==> config.mk <==
export PLATFORM = sky130hd
export DESIGN_NAME = fetch_stage
export DESIGN_NICKNAME = d
export VERILOG_FILES = /design/src/hdl/rv_pkg.sv /design/src/hdl/fetch_stage.sv
export SDC_FILE = /design/constraint.sdc
export NUM_CORES = 1
export LEC_CHECK = 0
export BUFFER_PORTS_ARGS = -buffer_cell sky130_fd_sc_hd__buf_2
export CORE_MARGIN = 5
export CORE_UTILIZATION = 23
export CTS_CLUSTER_DIAMETER = 40
export CTS_CLUSTER_SIZE = 28
export DETAILED_ROUTE_END_ITERATION = 6
export PLACE_DENSITY = 0.48
export SLEW_MARGIN = 20
export SYNTH_ARGS = -nofsm -noshare
export SYNTH_HDL_FRONTEND = slang
export SYNTH_SLANG_ARGS = --single-unit
==> constraint.sdc <==
create_clock -name i_clk -period 8.84 [get_ports i_clk]
set_clock_uncertainty 0.1 [all_clocks]
set_input_delay 2.652 -clock i_clk [delete_from_list [all_inputs] [get_ports i_clk]]
set_output_delay 2.652 -clock i_clk [all_outputs]
set_load 0.02 [all_outputs]
==> src/sim/program.hex <==
// One RV32I instruction word per line, in hex, starting at byte address 0
// Results go to the output port at 0x400 through x31
40000F93
05A00093
FF900113
00500213
00700293
00520233
00120233
004FA023
402081B3
003FA023
0020F1B3
003FA023
0020E1B3
003FA023
0020C1B3
003FA023
001121B3
003FA023
001131B3
003FA023
00411193
003FA023
00415193
003FA023
40115193
003FA023
00102423
00802283
06428293
005FA023
00100313
00208463
00230313
00109463
01030313
00209463
00430313
00630463
00830313
006FA023
008003EF
00000393
007FA023
010384E7
00000493
009FA023
12345537
00AFA023
00001597
00BFA023
0000006F

==> src/hdl/rv_pkg.sv <==
`default_nettype none

package rv_pkg;

	// Data word and register index
	typedef logic [31:0] word_t;
	typedef logic [4:0] reg_addr_t;

	// RV32I base opcodes
	localparam logic [6:0] OPC_OP     = 7'b0110011;
	localparam logic [6:0] OPC_OP_IMM = 7'b0010011;
	localparam logic [6:0] OPC_LOAD   = 7'b0000011;
	localparam logic [6:0] OPC_STORE  = 7'b0100011;
	localparam logic [6:0] OPC_BRANCH = 7'b1100011;
	localparam logic [6:0] OPC_JAL    = 7'b1101111;
	localparam logic [6:0] OPC_JALR   = 7'b1100111;
	localparam logic [6:0] OPC_LUI    = 7'b0110111;
	localparam logic [6:0] OPC_AUIPC  = 7'b0010111;

	// Memory sizes in words, map in bytes
	localparam int ROM_WORDS = 64;
	localparam int RAM_WORDS = 128;
	localparam int ROM_AW = $clog2(ROM_WORDS);
	localparam int RAM_AW = $clog2(RAM_WORDS);
	localparam word_t RAM_LIMIT = word_t'(RAM_WORDS * 4);
	localparam word_t PORT_ADDR = 32'h0000_0400;
	localparam word_t RESET_PC = 32'h0000_0000;
	localparam string ROM_FILE = "/design/src/sim/program.hex";

	// ALU class, refined in execute by funct3 and funct7
	localparam logic [1:0] ALU_CLASS_ADD = 2'd0;
	localparam logic [1:0] ALU_CLASS_SUB = 2'd1;
	localparam logic [1:0] ALU_CLASS_REG = 2'd2;
	localparam logic [1:0] ALU_CLASS_IMM = 2'd3;

	// Instruction formats, MSB first
	typedef struct packed {
		logic [6:0] funct7;
		reg_addr_t rs2;
		reg_addr_t rs1;
		logic [2:0] funct3;
		reg_addr_t rd;
		logic [6:0] opcode;
	} r_fmt_t;

	typedef struct packed {
		logic [11:0] imm_11_0;
		reg_addr_t rs1;
		logic [2:0] funct3;
		reg_addr_t rd;
		logic [6:0] opcode;
	} i_fmt_t;

	typedef struct packed {
		logic [6:0] imm_11_5;
		reg_addr_t rs2;
		reg_addr_t rs1;
		logic [2:0] funct3;
		logic [4:0] imm_4_0;
		logic [6:0] opcode;
	} s_fmt_t;

	typedef struct packed {
		logic imm_12;
		logic [5:0] imm_10_5;
		reg_addr_t rs2;
		reg_addr_t rs1;
		logic [2:0] funct3;
		logic [3:0] imm_4_1;
		logic imm_11;
		logic [6:0] opcode;
	} b_fmt_t;

	typedef struct packed {
		logic [19:0] imm_31_12;
		reg_addr_t rd;
		logic [6:0] opcode;
	} u_fmt_t;

	typedef struct packed {
		logic imm_20;
		logic [9:0] imm_10_1;
		logic imm_11;
		logic [7:0] imm_19_12;
		reg_addr_t rd;
		logic [6:0] opcode;
	} j_fmt_t;

	// One word, six views
	typedef union packed {
		r_fmt_t r;
		i_fmt_t i;
		s_fmt_t s;
		b_fmt_t b;
		u_fmt_t u;
		j_fmt_t j;
	} instr_u;

	typedef enum logic [3:0] {
		ALU_ADD, ALU_SUB, ALU_AND, ALU_OR, ALU_XOR,
		ALU_SLT, ALU_SLTU, ALU_SLL, ALU_SRL, ALU_SRA
	} alu_op_e;

	typedef enum logic [1:0] {
		WB_ALU = 2'd0,
		WB_MEM = 2'd1,
		WB_PC4 = 2'd2,
		WB_IMM = 2'd3
	} wb_sel_e;

	// All zero means bubble
	typedef struct packed {
		logic alu_src_a_pc;
		logic alu_src_b_imm;
		logic [1:0] alu_class;
		logic jump;
		logic jalr;
		logic branch;
		logic branch_ne;
		logic mem_read;
		logic mem_write;
		logic reg_write;
		wb_sel_e wb_sel;
	} ctrl_t;

	typedef struct packed {
		word_t pc;
		word_t instr;
	} if_id_t;

	typedef struct packed {
		ctrl_t ctrl;
		word_t pc;
		word_t rs1_data;
		word_t rs2_data;
		word_t imm;
		reg_addr_t rs1;
		reg_addr_t rs2;
		reg_addr_t rd;
		logic [2:0] funct3;
		logic funct7_b5;
	} id_ex_t;

	typedef struct packed {
		ctrl_t ctrl;
		word_t pc;
		word_t alu_result;
		word_t store_data;
		word_t imm;
		reg_addr_t rd;
	} ex_mem_t;

	typedef struct packed {
		logic reg_write;
		wb_sel_e wb_sel;
		word_t pc;
		word_t alu_result;
		word_t mem_data;
		word_t imm;
		reg_addr_t rd;
	} mem_wb_t;

	// Result heading back to earlier stages
	typedef struct packed {
		logic valid;
		reg_addr_t rd;
		word_t value;
	} fwd_t;

endpackage

`default_nettype wire

==> src/hdl/fetch_stage.sv <==
`default_nettype none

module fetch_stage import rv_pkg::*; (
	input  logic   i_clk,
	input  logic   i_reset,
	input  logic   i_stall,
	input  logic   i_jump_seen,
	input  logic   i_redirect,
	input  word_t  i_target,
	output if_id_t o_if_id
);

	// Program store, read asynchronously from the PC
	word_t rom [ROM_WORDS];

	word_t pc;
	word_t fetched;
	logic jump_delay;
	logic bubble;

	initial begin
		$readmemh(ROM_FILE, rom);
	end

	assign fetched = rom[pc[ROM_AW+1:2]];

	// Two bubbles per control transfer, this cycle and the next
	assign bubble = i_jump_seen | jump_delay;

	always_ff @(posedge i_clk) begin
		if (i_reset) begin
			jump_delay <= 1'b0;
		end else begin
			jump_delay <= i_jump_seen;
		end
	end

	// Redirect wins over everything
	// PC waits during bubbles so a not-taken branch resumes at its successor
	always_ff @(posedge i_clk) begin
		if (i_reset) begin
			pc <= RESET_PC;
		end else if (i_redirect) begin
			pc <= i_target;
		end else if (!i_stall && !bubble) begin
			pc <= pc + 32'd4;
		end
	end

	// IF/ID, held while decode stalls
	always_ff @(posedge i_clk) begin
		if (i_reset) begin
			o_if_id.instr <= '0;
		end else if (!i_stall) begin
			o_if_id.pc <= pc;
			// Opcode zero decodes to no control
			o_if_id.instr <= bubble ? '0 : fetched;
		end
	end

endmodule

`default_nettype wire

==> results of run 1 <==
==> Yosys cell counts, types with 3 or more instances <==
cell	number	area share
dfxtp_1	33	0.21
buf_4	32	0.075
edfxtp_1	32	0.30
nor2_1	30	0.035
nand3_1	20	0.031
nand2_1	17	0.020
a211oi_1	14	0.033
nor4_1	14	0.027
clkbuf_1	11	0.013
nand4_1	11	0.021
inv_1	9	0.011
nor3_1	7	0.011
a21oi_1	6	0.0094
a311oi_1	6	0.016
and3_1	6	0.012
o21ai_0	6	0.0094
or4_1	6	0.014
xnor2_1	6	0.016
a2111oi_0	4	0.011
nor3b_1	4	0.0094
o31ai_1	4	0.0094
xor2_1	4	0.011
and4_1	3	0.0082
buf_1	3	0.0035
or3_1	3	0.0059
==> power by group <==
part	internal (W)	total (W)	switching (W)
combinational	0.0000247	0.0000743	0.0000496
clock	0.000283	0.000409	0.000127
sequential	0.000336	0.000356	0.0000199
total	0.000644	0.000840	0.000196
==> per-stage QoR <==
| step | std cells | worst slack, ns | utilization | power (W) | instance area, sq um |
|---|---|---|---|---|---|
| global route | 570 | 4.26 | 0.287 | 0.000875 | 3950 |
| detailed placement | 554 | 4.03 | 0.262 | 0.000437 | 3610 |
| CTS | 570 | 4.37 | 0.287 | 0.000853 | 3950 |
| finish | 570 | 4.38 | 0.287 | 0.000840 | 3950 |
| global placement | 554 | 4.09 | 0.262 | 0.000436 | 3610 |
| floorplan | 351 | 3.91 | - | 0.000418 | 3320 |
==> cells by family (layout without fill, tap and decap cells) <==
group | after synthesis | after routing
other | 1 | 32
muxes | 2 | 2
DFF | 65 | 65
buffers and inverters | 56 | 95
and+or+nand+nor | 134 | 134
adders and majority gates | 1 | 1
AOI/OAI and AO/OA | 51 | 51
xor gates and xnor gates | 10 | 10
==> layer usage <==
layer,track usage,vias to the layer above,part of all wire
met5,0,-,0
met2,0.172,93,0.47
met3,0.0329,13,0.065
li1,-,1282,-
met4,0.0437,0,0.019
met1,0.142,1246,0.44
==> path summary, 6_finish.rpt <==
path | start | to | slack, ns
worst max register to register | pc[2] | pc[28] | 6.28
worst max-delay path | i_jump_seen | pc[25] | 4.38
worst min-delay path | pc[0] | o_if_id[32] | 0.34
worst min register to register | pc[0] | o_if_id[32] | 0.34
==> sequential cells by signal (all words and copies together) (netlist names) <==
register / cells
o_if_id: 32
pc: 32
jump_delay: 1
==> cell type report <==
type	count	area (sq um)	area share
Clock buffer	11	243	0.0614
Tap cell	180	225	0.0570
Multi-Input combinational cell	230	1370	0.347
Timing Repair Buffer	70	355	0.0899
Clock inverter	5	103	0.0259
Inverter	9	33.8	0.00854
Sequential cell	65	1620	0.410
==> layout by cell type, fill, tap and decap left out, types with 2 or more instances in the layout <==
master and count:
a2111oi_0 4, a211oi_1 14, a21oi_1 6, a221oi_1 2, a311oi_1 6, and3_1 6, and4_1 3, buf_2 68
buf_4 2, bufinv_16 3, clkbuf_16 9, conb_1 32, dfxtp_1 33, edfxtp_1 32, inv_1 9, mux2i_1 2
nand2_1 17, nand3_1 20, nand4_1 11, nor2_1 29, nor2b_1 2, nor3_1 7, nor3b_1 4, nor4_1 14
o21ai_0 6, o31ai_1 4, o41ai_1 2, or2_2 2, or3_1 3, or4_1 6, or4b_2 2, xnor2_1 6
xor2_1 4
==> run metrics, run 1 <==
fin crit share 0.505; post-synth cell types 48; Longest Clk Path Bufs 2; CTS tree built; width of the chip 128 um; num rows 43; Simple-Gate Fraction of Synth Area 0.236; Starting DRT DRC Count 193; post-route minimum period 4.46 ns; Final ANT Viol Nets 0; synthesized netlist cell count 320; RePlAce Congestion 0.825; CP top delay family simple AND/OR/NAND/NOR gates; fill cell count 1482; Cell Chain, Critical Path buf_2 > or3_4 > or4_1 > or4_1 > a311oi_1; Slew @ Worst Pin 0.846 ns; WP depth 5; Hold Path Stages 0; vias in the first global route 2558; highest-delay cell along the critical path or4_1; Synth Warn # 0; detailed placement HPWL 6420 um; clk_lat worst skew 0.32 ns; cell mode on critical path or4_1; Fin Hold WS 0.338 ns; nets@finish 423; ys flop type dfxtp_1; first-pass GRT wire length 14000 um; GR Util All Layers 0.110; crit end category flop; TritonRoute pass-1 iters 4; Post-Synth XOR/XNOR Area 0.0273; Max-slew headroom 0.431; io pins 101; TNS Setup 0 ns; Reg2Reg Depth 5; max_cap viols 0; Num Clock Sinks 65; Bufs and invs on worst path 1; H-tree Lvls 3; Syn Area/Cell 10.0 sq um; via count 2634; CTS Hold Bufs 0; Hold Fails Final Rpt 0; DR vias/cell 4.62; worst min path class reg -> reg; asr flop ratio synth 0; share of cells above drive strength 1 0.238; final wirelength 8870 um; largest net degree at the start of global routing 43; DIE AREA 0.0164 sq mm; multiplexer share of the synthesized area 0.00624; number of port buffers 68; Crit Path Class in -> reg; Area growth syn-to-layout 23.3%; Max Clk Rate 0.224 GHz; Die H 128 um; post-synthesis sequential area ratio 0.506; max-slew violation count 0; CP required 8.96 ns; status finished, final reports clean; Startpoint Class primary input; Synth Cell Area 0.00321 sq mm; initial antenna violation count 0; largest family of logic cells by synthesized area simple AND/OR/NAND/NOR gates; clock transition at the registers of the reported paths 0.05 ns; initial cell density of the core 0.233; Resized Gates After CTS 0; Final setup viols 0; DRC Markers 0; critical path peak fanout 11; Compound-Gate Fraction of Synth Area 0.117; Peak VDD IR 0.0000897 V; CP arrival 4.59 ns; Core Footprint 0.0138 sq mm; pwr dens 212 mW/mm^2; grt ovf 0; delay of the slowest critical-path stage 0.71 ns; Post-synth EDFFs 32; # diodes 0; Num CTS Buffers 9; Clock Tree Root clkbuf_16; RSZ-0062 raised after global routing no; post-DR wirelength/cell 15.6 um; Post-CTS Setup Inserts 0; Synth Area in Adders 0.00390; Yosys reg bits 65; Pleak 1.47 nW
Power figures use the tool's default switching activity.
==> inputs of run 2 (changes only) <==
Clock period 8.84 ns to 4.6 ns, I/O delays scaled along.
==> run 2 against run 1 <==
Combinational power increased by 92%. Critical path type unchanged. Die area unchanged. Hold slack got worse by 0.0010 ns. Global-route usage decreased by 0.25 points. Clock-buffer cell count unchanged. Utilization decreased by 0.61 points. Final cell count unchanged. Non-clock buffer count increased by 1. Critical path depth unchanged. Sequential power increased by 92%.
==> run metrics, run 2 (synthesis results as in run 1) <==
num rows 43 (unchanged); post-route minimum period 3.23 ns; reg-to-reg endpoint pc[17]; Starting DRT DRC Count 211 (+9.3%); Max Clk Rate 0.310 GHz; DR vias/cell 4.57 (-1.0%); Longest Clk Path Bufs 2 (unchanged); Pleak 1.43 nW (-2.7%); top layer in use met4; most frequent cells in the layout 68 x buf_2, 33 x dfxtp_1, 32 x conb_1, 32 x edfxtp_1, 29 x nor2_1; vias in the first global route 2511 (-1.8%); Die H 128 um (unchanged); io pins 101 (unchanged); Final ANT Viol Nets 0 (unchanged); delay of the slowest critical-path stage 0.72 ns (about the same); max-slew violation count 0 (unchanged); post-placement cell area 0.00362 sq mm (+0.21%); placed cells 555 (+0.18%); DIE AREA 0.0164 sq mm (unchanged); met3 WL post-DR 583 um (+1.6%); pwr dens 368 mW/mm^2 (+73%); Crit Path Class in -> reg; Num Clock Sinks 65 (unchanged); Num CTS Buffers 9 (unchanged); largest registers o_if_id x32, pc x32, jump_delay x1; Hold Path Stages 0 (unchanged); clk_lat worst skew 0.33 ns (about the same); Hold Path End o_if_id[33]; crit end category flop; hold_sp pc[1]; CP arrival 3.33 ns (-1.26 ns); R2R setup slack 2.09 ns (-4.19 ns); # diodes 0 (unchanged); Final setup viols 0 (unchanged); DRT met1 WL 3970 um (+0.61%); share of cells above drive strength 1 0.236 (-0.00256); first-pass GRT wire length 13700 um (-2.1%); H-tree Lvls 3 (unchanged); initial cell density of the core 0.233 (unchanged); GR Util All Layers 0.107 (-0.00255); Reg2Reg Depth 4 (-1); Peak VDD IR 0.000134 V (+49%); max_cap viols 0 (unchanged); highest-delay cell along the critical path or4_1; post-DR wirelength/cell 15.3 um (-1.4%); design area 0.00387 sq mm (-2.1%); grt ovf 0 (unchanged); final wirelength 8750 um (-1.4%); initial antenna violation count 0 (unchanged); CTS Hold Bufs 0 (unchanged); pre-CTS WS 1.05 ns (-2.98 ns); critical path peak fanout 11 (unchanged); Cell Chain, Critical Path buf_2 > or3_4 > or4_1 > or3_1 > a2111oi_0; detailed placement HPWL 6300 um (-1.9%); DRC Markers 0 (unchanged); Clock Tree Root clkbuf_16; Hold Fails Final Rpt 0 (unchanged); total power 0.00143 W (+70%); reg2reg start pc[4]; wire length on met2 3960 um (-5.4%); number of port buffers 68 (unchanged); Max-slew headroom 0.466 (+0.0348); TNS Setup 0 ns (unchanged); TritonRoute pass-1 iters 4 (unchanged); PnR worst setup slack 1.37 ns (-3.00 ns); RSZ-0062 raised after global routing no; Slew @ Worst Pin 0.801 ns (-0.0444 ns); worst min path class reg -> reg; Area growth syn-to-layout 20.7%; commonest non-fill, non-tap cell in the layout buf_2; CP required 4.70 ns (-4.26 ns); CTS tree built; largest net degree at the start of global routing 43 (unchanged); Post-Layout Cell Count 570 (unchanged); clock transition at the registers of the reported paths 0.06 ns (about the same); Resized Gates After CTS 0 (unchanged); via count 2607 (-1.0%); width of the chip 128 um (unchanged); fill cell count 1506 (+1.6%); status finished, final reports clean; Startpoint Class primary input; nets@finish 424 (+0.24%); Post-CTS Setup Inserts 0 (unchanged); Core Footprint 0.0138 sq mm (unchanged); fin crit share 0.702; RePlAce Congestion 0.795 (-3.6%)
run 2: changes by cell type in the layout (fill, tap and decap cells not counted):
cell,delta
clkinv_2,+2
clkinvlp_4,+1
buf_4,+1
clkinv_4,-1
clkbuf_8,-1
clkbuf_1,+1
bufinv_16,-3
run 2: through the flow:
stage | util | hold slack [ns]
floorplan | - | 0.308
global placement | 0.263 | 0.315
detailed placement | 0.263 | 0.326
CTS | 0.281 | 0.335
global route | 0.281 | 0.345
finish | 0.281 | 0.337
run 2: layout make-up:
cell class | instances | area [sq um] | area share
clock inverter | 4 | 21.3 | 0.00550
inverter | 9 | 33.8 | 0.00873
clock buffer | 11 | 233 | 0.0601
timing repair buffer | 71 | 363 | 0.0938
multi-input combinational | 230 | 1370 | 0.355
sequential | 65 | 1620 | 0.419
tap | 180 | 225 | 0.0582
run 2: power breakdown:
part / internal (W) / switching, W
Clock: 0.000358 / 0.000240
Combinational: 0.0000480 / 0.0000948
Sequential: 0.000646 / 0.0000388
Total: 0.00105 / 0.000373
run 2: worst max path at each step:
stage	startpoint	end
final	i_jump_seen	pc[17]
after floorplan	i_reset	o_if_id[32]
after global placement	i_jump_seen	pc[17]
after detailed placement	i_jump_seen	pc[17]
after global routing	i_jump_seen	pc[20]
after CTS	i_jump_seen	pc[17]
run 2: layer usage:
layer	up-vias	track usage
met2	103	0.162
li1	1286	-
met1	1204	0.140
met5	-	0
met3	14	0.0367
met4	0	0.0443
run 2: worst max-delay path: cells and delay by family:
kind / cells / cell delay (ns)
simple gates: 3 / 1.47
compound gates: 1 / 0.34
buf+inv: 1 / 0.14
